`config.mk`:
```
export PLATFORM = sky130hd
export DESIGN_NAME = ecc_field_core
export DESIGN_NICKNAME = d
export VERILOG_FILES = /design/src/rtl/ecc_reg_pkg.sv /design/src/rtl/ecc_op_pkg.sv /design/src/rtl/retire_if.sv /design/src/rtl/regfile_bank.sv /design/src/rtl/regfile.sv /design/src/rtl/modaddsub_unit.sv /design/src/rtl/ecc_field_core.sv
export VERILOG_INCLUDE_DIRS = /design/src /design/src/include
export SDC_FILE = /design/constraint.sdc
export NUM_CORES = 2
export LEC_CHECK = 0
export BUFFER_PORTS_ARGS = -buffer_cell sky130_fd_sc_hd__buf_2
export CAP_MARGIN = 20
export CORE_MARGIN = 3
export CORE_UTILIZATION = 45
export DETAILED_ROUTE_END_ITERATION = 8
export SLEW_MARGIN = 20
export SYNTH_ARGS = -nofsm -noshare
export SYNTH_HDL_FRONTEND = slang
export SYNTH_SLANG_ARGS = --single-unit
```
`constraint.sdc`:
```
create_clock -name clk -period 8.07 [get_ports clk]
set_input_delay 0.807 -clock clk [delete_from_list [all_inputs] [get_ports clk]]
set_output_delay 0.807 -clock clk [all_outputs]
set_load 0.02 [all_outputs]
```
`src/include/ecc_field_macros.svh`:
```
`ifndef ECC_FIELD_MACROS_SVH
`define ECC_FIELD_MACROS_SVH

// Width of one stored residue
`define ECC_WORD_WIDTH 32

// Mersenne prime 2^31-1, field modulus
`define ECC_PRIME 32'h7fff_ffff

// Register file geometry
`define ECC_REG_COUNT 16

// Highest writable register, everything above is constant
`define ECC_LAST_GPR 12

// Curve constant (A-2)/4 held in reg_a24
`define ECC_CONST_121665 32'd121665

`endif

```
`src/rtl/ecc_reg_pkg.sv`:
```
`include "ecc_field_macros.svh"

package ecc_reg_pkg;

	// Register identifiers
	// r0..r12 are general purpose, top three are read-only constants
	typedef enum logic [3:0] {
		reg_r0   = 4'd0,
		reg_r1   = 4'd1,
		reg_r2   = 4'd2,
		reg_r3   = 4'd3,
		reg_r4   = 4'd4,
		reg_r5   = 4'd5,
		reg_r6   = 4'd6,
		reg_r7   = 4'd7,
		reg_r8   = 4'd8,
		reg_r9   = 4'd9,
		reg_r10  = 4'd10,
		reg_r11  = 4'd11,
		reg_r12  = 4'd12,
		reg_zero = 4'd13,
		reg_one  = 4'd14,
		reg_a24  = 4'd15
	} regid_t;

	// One field residue, kept below the prime
	typedef logic [`ECC_WORD_WIDTH-1:0] regval_t;

endpackage

```
`src/rtl/ecc_op_pkg.sv`:
```
package ecc_op_pkg;

	// Add/sub unit opcodes
	typedef enum logic [1:0] {
		op_nop    = 2'd0,
		op_add    = 2'd1,
		op_sub    = 2'd2,
		// Both results, retired together on both write ports
		op_addsub = 2'd3
	} opcode_t;

	// One issued operation as seen at the core boundary
	typedef struct packed {
		opcode_t             op;
		ecc_reg_pkg::regid_t src_a;
		ecc_reg_pkg::regid_t src_b;
		// Sum goes out on write port 0
		ecc_reg_pkg::regid_t dst_sum;
		// Difference goes out on write port 1
		ecc_reg_pkg::regid_t dst_diff;
	} issue_t;

endpackage

```
`src/rtl/retire_if.sv`:
```
`timescale 1ns/100ps

// One retiring result, unit to register file
interface retire_if;

	// Result register holds live data this cycle
	logic valid;

	// Opcode asked for this result, otherwise it is dropped
	logic want;

	// Destination register and its new value
	ecc_reg_pkg::regid_t  dst;
	ecc_reg_pkg::regval_t data;

	// Arithmetic unit side
	modport source (output valid, output want, output dst, output data);

	// Register file side
	modport sink (input valid, input want, input dst, input data);

endinterface

```
`src/rtl/regfile_bank.sv`:
```
`timescale 1ns/100ps
`include "ecc_field_macros.svh"

// One bank of the register file
// Single write port, three combinational read ports
module regfile_bank (
	input  logic                 clk,
	input  logic                 rst_n,

	input  logic                 wr_en,
	input  ecc_reg_pkg::regid_t  wr_addr,
	input  ecc_reg_pkg::regval_t wr_data,

	input  ecc_reg_pkg::regid_t  rd_addr0,
	input  ecc_reg_pkg::regid_t  rd_addr1,
	input  ecc_reg_pkg::regid_t  rd_addr2,

	output ecc_reg_pkg::regval_t rd_data0,
	output ecc_reg_pkg::regval_t rd_data1,
	output ecc_reg_pkg::regval_t rd_data2
);

	//////////////////////////////////////////////////
	// Storage

	ecc_reg_pkg::regval_t mem [0:`ECC_REG_COUNT-1];

	// Reset wipes the GPRs and seeds the constants
	// reg_zero just stays at zero
	always_ff @(posedge clk or negedge rst_n) begin
		if (!rst_n) begin
			for (int i = 0; i < `ECC_REG_COUNT; i++) begin
				mem[i] <= '0;
			end
			mem[ecc_reg_pkg::reg_one] <= ecc_reg_pkg::regval_t'(1);
			mem[ecc_reg_pkg::reg_a24] <= `ECC_CONST_121665;
		end else if (wr_en) begin
			// Constant protection lives in the arbiter
			mem[wr_addr] <= wr_data;
		end
	end

	//////////////////////////////////////////////////
	// Read ports

	// Async reads, registered one level up
	assign rd_data0 = mem[rd_addr0];
	assign rd_data1 = mem[rd_addr1];
	assign rd_data2 = mem[rd_addr2];

endmodule

```
`src/rtl/regfile.sv`:
```
`timescale 1ns/100ps
`include "ecc_field_macros.svh"

// Two-write, three-read register file
// Built from two single-write banks plus a live value table
module regfile (
	input  logic                 clk,
	input  logic                 rst_n,

	// Retiring results from the add/sub unit
	retire_if.sink               sum_retire,
	retire_if.sink               diff_retire,

	// External operand load, shares write port 0
	input  logic                 load_en,
	input  ecc_reg_pkg::regid_t  load_addr,
	input  ecc_reg_pkg::regval_t load_data,

	// Operand fetch for the add/sub unit
	input  logic                 rd_en,
	input  ecc_reg_pkg::regid_t  src_a,
	input  ecc_reg_pkg::regid_t  src_b,

	// Host read-back
	input  logic                 rd_req,
	input  ecc_reg_pkg::regid_t  rd_addr,

	output ecc_reg_pkg::regval_t opnd_a,
	output ecc_reg_pkg::regval_t opnd_b,
	output ecc_reg_pkg::regval_t rd_data,
	output logic                 rd_valid
);

	//////////////////////////////////////////////////
	// Write arbitration

	logic                 p0_wr_en;
	ecc_reg_pkg::regid_t  p0_wr_addr;
	ecc_reg_pkg::regval_t p0_wr_data;

	logic                 p1_wr_en;
	ecc_reg_pkg::regid_t  p1_wr_addr;
	ecc_reg_pkg::regval_t p1_wr_data;

	always_comb begin
		// Port 0 defaults to the sum retire
		p0_wr_en   = sum_retire.valid && sum_retire.want;
		p0_wr_addr = sum_retire.dst;
		p0_wr_data = sum_retire.data;

		// Load takes port 0 over a sum retire
		if (load_en) begin
			p0_wr_en   = 1'b1;
			p0_wr_addr = load_addr;
			p0_wr_data = load_data;
		end

		// Port 1 only ever carries the difference
		p1_wr_en   = diff_retire.valid && diff_retire.want;
		p1_wr_addr = diff_retire.dst;
		p1_wr_data = diff_retire.data;

		// Constants are read only
		if (p0_wr_addr > 4'(`ECC_LAST_GPR)) begin
			p0_wr_en = 1'b0;
		end
		if (p1_wr_addr > 4'(`ECC_LAST_GPR)) begin
			p1_wr_en = 1'b0;
		end
	end

	//////////////////////////////////////////////////
	// Read address muxing

	// Index 0/1 feed the operands, 2 feeds read-back
	ecc_reg_pkg::regid_t  rd_addr_p [3];
	ecc_reg_pkg::regval_t data_b0   [3];
	ecc_reg_pkg::regval_t data_b1   [3];
	ecc_reg_pkg::regval_t data_p    [3];

	// Idle ports park on reg_zero
	always_comb begin
		rd_addr_p[0] = rd_en  ? src_a   : ecc_reg_pkg::reg_zero;
		rd_addr_p[1] = rd_en  ? src_b   : ecc_reg_pkg::reg_zero;
		rd_addr_p[2] = rd_req ? rd_addr : ecc_reg_pkg::reg_zero;
	end

	//////////////////////////////////////////////////
	// Banks

	// Bank 0 takes port 0 writes
	regfile_bank bank0 (
		.clk      (clk),
		.rst_n    (rst_n),
		.wr_en    (p0_wr_en),
		.wr_addr  (p0_wr_addr),
		.wr_data  (p0_wr_data),
		.rd_addr0 (rd_addr_p[0]),
		.rd_addr1 (rd_addr_p[1]),
		.rd_addr2 (rd_addr_p[2]),
		.rd_data0 (data_b0[0]),
		.rd_data1 (data_b0[1]),
		.rd_data2 (data_b0[2])
	);

	// Bank 1 takes port 1 writes
	regfile_bank bank1 (
		.clk      (clk),
		.rst_n    (rst_n),
		.wr_en    (p1_wr_en),
		.wr_addr  (p1_wr_addr),
		.wr_data  (p1_wr_data),
		.rd_addr0 (rd_addr_p[0]),
		.rd_addr1 (rd_addr_p[1]),
		.rd_addr2 (rd_addr_p[2]),
		.rd_data0 (data_b1[0]),
		.rd_data1 (data_b1[1]),
		.rd_data2 (data_b1[2])
	);

	//////////////////////////////////////////////////
	// Live value table

	// One bit per register, set means bank 1 has the latest copy
	logic [`ECC_REG_COUNT-1:0] lvt;

	always_ff @(posedge clk or negedge rst_n) begin
		if (!rst_n) begin
			lvt <= '0;
		end else begin
			if (p0_wr_en) begin
				lvt[p0_wr_addr] <= 1'b0;
			end
			// Same address on both ports, bank 1 wins
			if (p1_wr_en) begin
				lvt[p1_wr_addr] <= 1'b1;
			end
		end
	end

	// Pick the live bank per read port
	always_comb begin
		for (int i = 0; i < 3; i++) begin
			data_p[i] = lvt[rd_addr_p[i]] ? data_b1[i] : data_b0[i];
		end
	end

	//////////////////////////////////////////////////
	// Output registers

	// Operand latches, held between issues
	always_ff @(posedge clk) begin
		if (rd_en) begin
			opnd_a <= data_p[0];
			opnd_b <= data_p[1];
		end
		if (rd_req) begin
			rd_data <= data_p[2];
		end
	end

	// Read-back strobe, one cycle per request
	always_ff @(posedge clk or negedge rst_n) begin
		if (!rst_n) begin
			rd_valid <= 1'b0;
		end else begin
			rd_valid <= rd_req;
		end
	end

endmodule

```
`src/rtl/modaddsub_unit.sv`:
```
`timescale 1ns/100ps
`include "ecc_field_macros.svh"

// Modular add/subtract mod 2^31-1
// One cycle of compute, results retire on two ports
module modaddsub_unit (
	input  logic                 clk,
	input  logic                 rst_n,

	input  ecc_reg_pkg::regval_t opnd_a,
	input  ecc_reg_pkg::regval_t opnd_b,
	input  logic                 op_valid,
	input  ecc_op_pkg::opcode_t  op,
	input  ecc_reg_pkg::regid_t  sum_dst,
	input  ecc_reg_pkg::regid_t  diff_dst,

	retire_if.source             sum_retire,
	retire_if.source             diff_retire
);

	//////////////////////////////////////////////////
	// Issue alignment

	// Opcode and targets arrive with the fetch
	// Held one cycle so they meet the registered operands
	ecc_op_pkg::opcode_t op_q;
	ecc_reg_pkg::regid_t sum_dst_q;
	ecc_reg_pkg::regid_t diff_dst_q;

	always_ff @(posedge clk) begin
		op_q       <= op;
		sum_dst_q  <= sum_dst;
		diff_dst_q <= diff_dst;
	end

	//////////////////////////////////////////////////
	// Arithmetic

	logic [`ECC_WORD_WIDTH:0] sum_raw;
	ecc_reg_pkg::regval_t     sum_mod;
	ecc_reg_pkg::regval_t     diff_raw;
	ecc_reg_pkg::regval_t     diff_mod;

	// Inputs are both below p, so one correction is enough
	assign sum_raw = {1'b0, opnd_a} + {1'b0, opnd_b};
	assign sum_mod = (sum_raw >= {1'b0, `ECC_PRIME}) ?
		ecc_reg_pkg::regval_t'(sum_raw - {1'b0, `ECC_PRIME}) :
		sum_raw[`ECC_WORD_WIDTH-1:0];

	// Borrow means wrap back up by p
	assign diff_raw = opnd_a - opnd_b;
	assign diff_mod = (opnd_a < opnd_b) ? diff_raw + `ECC_PRIME : diff_raw;

	//////////////////////////////////////////////////
	// Result registers

	// Valid and want are control, cleared on reset
	always_ff @(posedge clk or negedge rst_n) begin
		if (!rst_n) begin
			sum_retire.valid  <= 1'b0;
			sum_retire.want   <= 1'b0;
			diff_retire.valid <= 1'b0;
			diff_retire.want  <= 1'b0;
		end else begin
			sum_retire.valid  <= op_valid;
			sum_retire.want   <= op_q inside {ecc_op_pkg::op_add, ecc_op_pkg::op_addsub};
			diff_retire.valid <= op_valid;
			diff_retire.want  <= op_q inside {ecc_op_pkg::op_sub, ecc_op_pkg::op_addsub};
		end
	end

	// Payload, meaningful only under valid
	always_ff @(posedge clk) begin
		sum_retire.dst   <= sum_dst_q;
		sum_retire.data  <= sum_mod;
		diff_retire.dst  <= diff_dst_q;
		diff_retire.data <= diff_mod;
	end

endmodule

```
`src/rtl/ecc_field_core.sv`:
```
`timescale 1ns/100ps

// Field arithmetic datapath, top level
module ecc_field_core (
	input  logic                 clk,
	input  logic                 rst_n,

	// Operand load
	input  logic                 load_en,
	input  ecc_reg_pkg::regid_t  load_addr,
	input  ecc_reg_pkg::regval_t load_data,

	// Operation issue
	input  logic                 issue_en,
	input  ecc_op_pkg::opcode_t  issue_op,
	input  ecc_reg_pkg::regid_t  issue_src_a,
	input  ecc_reg_pkg::regid_t  issue_src_b,
	input  ecc_reg_pkg::regid_t  issue_dst_sum,
	input  ecc_reg_pkg::regid_t  issue_dst_diff,

	// Read-back
	input  logic                 rd_req,
	input  ecc_reg_pkg::regid_t  rd_addr,
	output ecc_reg_pkg::regval_t rd_data,
	output logic                 rd_valid
);

	//////////////////////////////////////////////////
	// Issue capture

	ecc_op_pkg::issue_t   issue;
	logic                 op_valid;
	ecc_reg_pkg::regval_t opnd_a;
	ecc_reg_pkg::regval_t opnd_b;

	assign issue = '{
		op:       issue_op,
		src_a:    issue_src_a,
		src_b:    issue_src_b,
		dst_sum:  issue_dst_sum,
		dst_diff: issue_dst_diff
	};

	// Valid trails the fetch by one cycle, lining up with the operand registers
	always_ff @(posedge clk or negedge rst_n) begin
		if (!rst_n) begin
			op_valid <= 1'b0;
		end else begin
			op_valid <= issue_en;
		end
	end

	//////////////////////////////////////////////////
	// Datapath

	// Port 0 carries sums, port 1 differences
	retire_if sum_retire ();
	retire_if diff_retire ();

	regfile i_regfile (
		.clk         (clk),
		.rst_n       (rst_n),
		.sum_retire  (sum_retire),
		.diff_retire (diff_retire),
		.load_en     (load_en),
		.load_addr   (load_addr),
		.load_data   (load_data),
		.rd_en       (issue_en),
		.src_a       (issue.src_a),
		.src_b       (issue.src_b),
		.rd_req      (rd_req),
		.rd_addr     (rd_addr),
		.opnd_a      (opnd_a),
		.opnd_b      (opnd_b),
		.rd_data     (rd_data),
		.rd_valid    (rd_valid)
	);

	modaddsub_unit i_addsub (
		.clk         (clk),
		.rst_n       (rst_n),
		.opnd_a      (opnd_a),
		.opnd_b      (opnd_b),
		.op_valid    (op_valid),
		.op          (issue.op),
		.sum_dst     (issue.dst_sum),
		.diff_dst    (issue.dst_diff),
		.sum_retire  (sum_retire),
		.diff_retire (diff_retire)
	);

endmodule

```
Yosys cells after proc, flatten, opt, wreduce, memory -nomap -nowiden. Index checks and enable logic that the tools add are counted.

Flip-flop bits (word level): 1223. Bits of input ports: 63. Output and inout bits: 33. Word-level logic and storage cells: 138.

Mux-type cells: 49. Equality and inequality tests: 3. Add/subtract/negate cells: 4. Order comparisons: 18. Bitwise operators: 8. Reductions and logical operators: 8.

Operators with widths (count): $bwmux 512 (2); $bmux 32 s4 (6); $mux 32 (20); $demux 32 s4 (2); $add 32x32->33 (1); $ge 33x31->1 const B (1); $add 32x31->32 const B (1); $lt 32x32->1 (1); $mux 16 (2); $sub 32x31->32 const B (1); $sub 32x32->32 (1); $ge 5x5->1 const B (5); $lt 4x5->1 const B (5); $not 4->5 (5); $and 16x16->16 (1); $mux 4 (4); $not 16->16 (1); $or 16x16->16 (1); $bmux 1 s4 (3); $lt 5x1->1 const B (2); $demux 1 s4 (2); $ge 4x1->1 const B (2); $gt 4x4->1 const B (2); $mux 1 (8); 4 further kinds (11).

Logic depth before layout (Yosys ltp).
Word-level depth: 10. Depth in mapped cells: 15. Depth with buffers taken out: 14.

By module. Synthesis repeated with hierarchy kept, for this count alone.

Cell total of the unflattened synthesis: 5183. Area, all modules: 73494.2 um^2.

Modules (own cells, without submodules): regfile_bank (sequential area each 12824.8 um^2, instances 2, area an instance 30190.2 um^2, cells an instance 1947); modaddsub_unit (sequential area each 1716.6 um^2, instances 1, area an instance 7089.3 um^2, cells an instance 883); regfile (sequential area each 3308.2 um^2, instances 1, area an instance 5999.5 um^2, cells an instance 405); ecc_field_core (sequential area each 25.0 um^2, instances 1, area an instance 25.0 um^2, cells an instance 1).

Worst setup path after synthesis. OpenSTA, ideal clock, no wires.

Kind: reg-to-reg. From: register i_regfile.opnd_b[0]. To: register i_addsub.sum_retire.data[16]. Library setup time: 0.136 ns. Path slack: 4.392 ns. Data arrival time: 3.542 ns. Stages on the path, launching flop included: 14. Required time: 7.934 ns. Period minus slack after synthesis: 3.678 ns. Path buffers: 1. Cells stage by stage: edfxtp_1 ha_1 fa_1 nor2b_1 o21ai_1 nand3_1 a311o_1 a222oi_1 nor4b_2 nand4_1 o41ai_4 buf_6 nand4_1 xor2_1.

Cells in the longest elaborated chain, start to end: 3. Elaborated cells on any way between the ends: 4. Classes of those cells: 2 x add/sub; 1 x order compare; 1 x mux.

RTL lines: start: declaration (line regfile.sv:29) `output ecc_reg_pkg::regval_t opnd_b,`; start signal: assignment (line regfile.sv:155) `opnd_b <= data_p[1];`; $add 32x32->33 * (line modaddsub_unit.sv:45) `assign sum_raw = {1'b0, opnd_a} + {1'b0, opnd_b};`; $sub 32x31->32 / $ge 33x31->1 (equally long branches) (line modaddsub_unit.sv:47, modaddsub_unit.sv:46); $mux 32 * (line modaddsub_unit.sv:46) `` assign sum_mod = (sum_raw >= {1'b0, `ECC_PRIME}) ? ``; via i_addsub.sum_mod[16] (line modaddsub_unit.sv:40) `ecc_reg_pkg::regval_t sum_mod;`; end: declaration (line retire_if.sv:17) `modport source (output valid, output want, output dst, output data);`.

Mark *: on every way through the listed nets, which the timed path passes. The rest lies on a longest branch. A chain may end at the register's enable or synchronous reset.

Worst setup path after layout.
From: register i_regfile.opnd_a[10]. To: register i_addsub.sum_retire.data[1].

Cells in the longest elaborated chain, start to end: 3.

RTL lines: start: declaration (line regfile.sv:28) `output ecc_reg_pkg::regval_t opnd_a,`; start signal: assignment (line regfile.sv:154) `opnd_a <= data_p[0];`; $add 32x32->33 (line modaddsub_unit.sv:45); $ge 33x31->1 (line modaddsub_unit.sv:46); $mux 32 (line modaddsub_unit.sv:46); via i_addsub.sum_mod[1] (line modaddsub_unit.sv:40).

The timed path passes the listed nets, and every way through them passes these cells.

==> Implementation_results.wiki <==
{| class="wikitable"
! Metric !! Value
|-
| Number of buffers created by CTS || 142
|-
| Fraction of post-synthesis cell area in the top cell type by area || 33.6%
|-
| Signal arrival time at the worst endpoint || 5.45 ns
|-
| Sequential cell area fraction in the yosys report || 40.2%
|-
| Antenna Nets Post-Route || 0
|-
| Die Y || 418 µm
|-
| Remaining Overflow, GRT || 0
|-
| Final Setup Violations || 0
|-
| Tot GR Track Use || 35.0%
|-
| CTS tree || yes
|-
| Resized Gates After CTS || 0
|-
| Post-Syn Area per Cell || 9.71 µm²
|-
| Post-DP HPWL || 179,000 µm
|-
| Largest fanout of any net on the critical path || 18
|-
| Yosys top cell by area || dfrtp_1
|-
| Number of fill cells in the layout || 15,300
|-
| Most used flip-flop cell after synthesis || dfrtp_1
|-
| Post-Route WL || 314,000 µm
|-
| Count of pins over their slew limit || 0
|-
| Weighted congestion reported at the end of routability-driven placement || 0.976
|-
| Cell area after technology mapping || 76,400 µm²
|-
| First-pass iteration count of the detailed router || 9
|-
| Placed inst area || 77,800 µm²
|-
| Via count || 66,700
|-
| Most frequent standard cell in the layout excluding fill and tap cells || mux2_2
|-
| CTS hold repair buffers || 0
|-
| Fraction of final layout cells with drive strength greater than 1 || 23.9%
|-
| Synth-to-Final Area Change || 8.25%
|-
| Synth Instances || 7,868
|-
| Worst path cell trace || ha_1, inv_1, a21oi_1, and3_1, nand3_1, a222oi_1, nor4b_2, nand4_1, o41ai_4, buf_6, mux2_2
|-
| Storage cell area || 30,700 µm²
|-
| Number of warnings issued by yosys || 0
|-
| Wire length per cell || 32.6 µm
|-
| Worst slack, placed || 3.02 ns
|-
| Total setup buffers inserted after CTS || 0
|-
| #FFs+latches synth || 1,223
|-
| Via count of the first global-routing pass || 65,900
|-
| Depth of the CTS H-tree || 4
|-
| Initial DRC Count || 8,257
|-
| Post-route setup slack || 3.32 ns
|-
| CTS root buffer || clkbuf_16
|-
| Count of buffer and inverter cells on the critical path || 2
|-
| Largest net degree at the start of global routing || 176
|-
| Starting utilization of the core area || 45.5%
|-
| Highest cell delay on the worst timing path || 0.82 ns
|-
| Residual DRC count || 0
|-
| Relative slew slack || 18.5%
|-
| Most frequent cells in the layout || 1,189 x mux2_2, 1,025 x dfrtp_1, 768 x nand2_1
|-
| Type of the tightest min-delay check || in -> async
|-
| Worst path slowest cell || ha_1
|-
| Antenna violations before repair || 5
|-
| Net count of the mapped netlist || 7,999
|-
| Type of element capturing the critical path || flop
|-
| Crit-path leading delay family || compound AO/OA/AOI/OAI gates
|-
| Post-route non-filler standard cell count || 9,621
|-
| Max_cap viols || 0
|-
| Final worst-path cycle share || 58.8%
|-
| Count of endpoints failing hold in the final timing report || 0
|-
| Pin slew with the least headroom to its limit || 1.19 ns
|-
| Worst ir drop on vdd || 0.000246 V
|-
| Nets || 7,425
|-
| Clock buffer depth || 3
|-
| Worst clock skew || 0.0336 ns
|-
| Unrepaired setup endpoints after global routing || false
|-
| Status || complete, no violations
|-
| Max Fclk || 0.211 GHz
|-
| Multi-input gate area in the final layout || 42,000 µm²
|-
| Clock latency of the later-clocked register in the worst-skew pair || 0.83 ns
|-
| Clock sink total || 1,223
|-
| Detail-routed via count per cell || 6.94
|-
| Leakage power figure || 34.1 nW
|-
| Global-route wire length before repair || 456,000 µm
|-
| Hold WS || 0.0299 ns
|-
| Areal power density over the cells || 290 nW/µm²
|-
| Core Area || 168,000 µm²
|-
| IO buf count || 95
|-
| Largest cells by area after synthesis || dfrtp_1 34%, mux2_2 18%, mux2i_1 5.6%
|-
| Number of cells in the design after placement || 9,354
|-
| Share of async-settable or async-resettable flops after synthesis || 85.4%
|-
| Die Footprint || 175,000 µm²
|-
| Path type of the worst setup path || reg -> reg
|-
| Setup TNS || 0 ns
|-
| Width of the die || 418 µm
|-
| Total non-filler cell area in the finished layout || 82,700 µm²
|-
| Post-synth EDFFs || 96
|-
| Register clock-pin slew on the reported worst setup and hold paths || 0.06 ns
|-
| Required time of the worst setup path || 8.77 ns
|-
| Final critical path time including I/O delays and setup || 4.75 ns
|-
| Launching element type of the critical path || flop
|-
| I/O pins || 96
|-
| Row count || 150
|-
| Post-synth cell types || 93
|}
## sequential cells by signal, summed over array words and instances (netlist names)
register	cells
i_regfile.rd_data	32
i_regfile.rd_valid	1
i_addsub.sum_retire.dst	4
i_addsub.sum_retire.data	32
i_addsub.diff_retire.dst	4
i_addsub.diff_retire.valid	1
i_regfile.bank1.mem	512
i_regfile.bank0.mem	512
i_addsub.sum_dst_q	4
i_addsub.op_q	2
i_regfile.opnd_a	32
i_regfile.lvt	16
i_addsub.diff_retire.data	32
op_valid	1
i_addsub.diff_dst_q	4
i_addsub.diff_retire.want	1
i_addsub.sum_retire.want	1
i_regfile.opnd_b	32
## synthesized netlist by cell type (27+ instances only)
cell         n
nor3_1     137
nor2_1     511
a31oi_1    112
o21ai_0    237
nand3_1     33
o211ai_1   398
and2_1      27
a21oi_1    289
dfrtp_1   1025
a22oi_1    388
a221oi_1   394
xor2_1      38
edfxtp_1    96
mux2_2    1189
a211oi_1   103
clkbuf_1   844
mux2i_1    431
nand2_1    778
or3_1      106
buf_1      116
dfxtp_1     82
inv_1       74
ha_1        66
xnor2_1     53
## per-stage QoR
| step | utilization [%] | power (mW) |
|---|---|---|
| finish | 49.2 | 24.0 |
| global route | 49.2 | 25.1 |
| CTS | 49.2 | 23.8 |
| detailed placement | 46.3 | 17.1 |
| global placement | 46.3 | 16.8 |
| floorplan | - | 14.7 |
## cell families after synthesis
logic type	Yosys count	synth area share [%]
AO/OA/AOI/OAI	2063	19.2
AND/OR/NAND/NOR	1750	10.0
multiplexers	1620	23.2
flip-flops	1223	40.2
buffers and inverters	1053	5.23
XOR/XNOR	91	1.04
adder cells (fa/ha/maj)	68	1.13
## final cells by class
class,count,area share [%]
Sequential cell,1223,37.1
Clock inverter,32,0.528
Clock buffer,230,5.36
Inverter,77,0.350
Tap cell,2204,3.34
Timing Repair Buffer,258,2.48
Multi-Input combinational cell,5592,50.8
Antenna cell,5,0.0151
## metal layers
metal	vias up	share of wire (%)	track usage [%]
li1	28000	-	-
met1	33100	39	44.9
met2	4395	43	53.2
met3	1205	10	7.83
met4	2	7.5	22.5
met5	-	0.0035	0
## power breakdown
part	switching (mW)	internal, mW
clock network	2.82	3.97
logic	3.73	3.43
registers	2.04	8.02
total	8.58	15.4
## final timing paths
kind                                  startpoint  slack, ns  cells after the start                           to
max                         i_regfile.opnd_a[10]       3.32                     11  i_addsub.sum_retire.data[1]
min                                        rst_n       0.03                      1      i_regfile.bank0.mem[92]
max reg2reg                 i_regfile.opnd_a[10]       3.32                     11  i_addsub.sum_retire.data[1]
min reg2reg                i_addsub.sum_dst_q[2]       0.31                      0   i_addsub.sum_retire.dst[2]
max in group asynchronous                  rst_n       6.05                      3     i_regfile.bank0.mem[131]
min in group clk                issue_dst_sum[1]       0.09                      1        i_addsub.sum_dst_q[1]
Note: power is estimated with default switching activity, not from simulation.
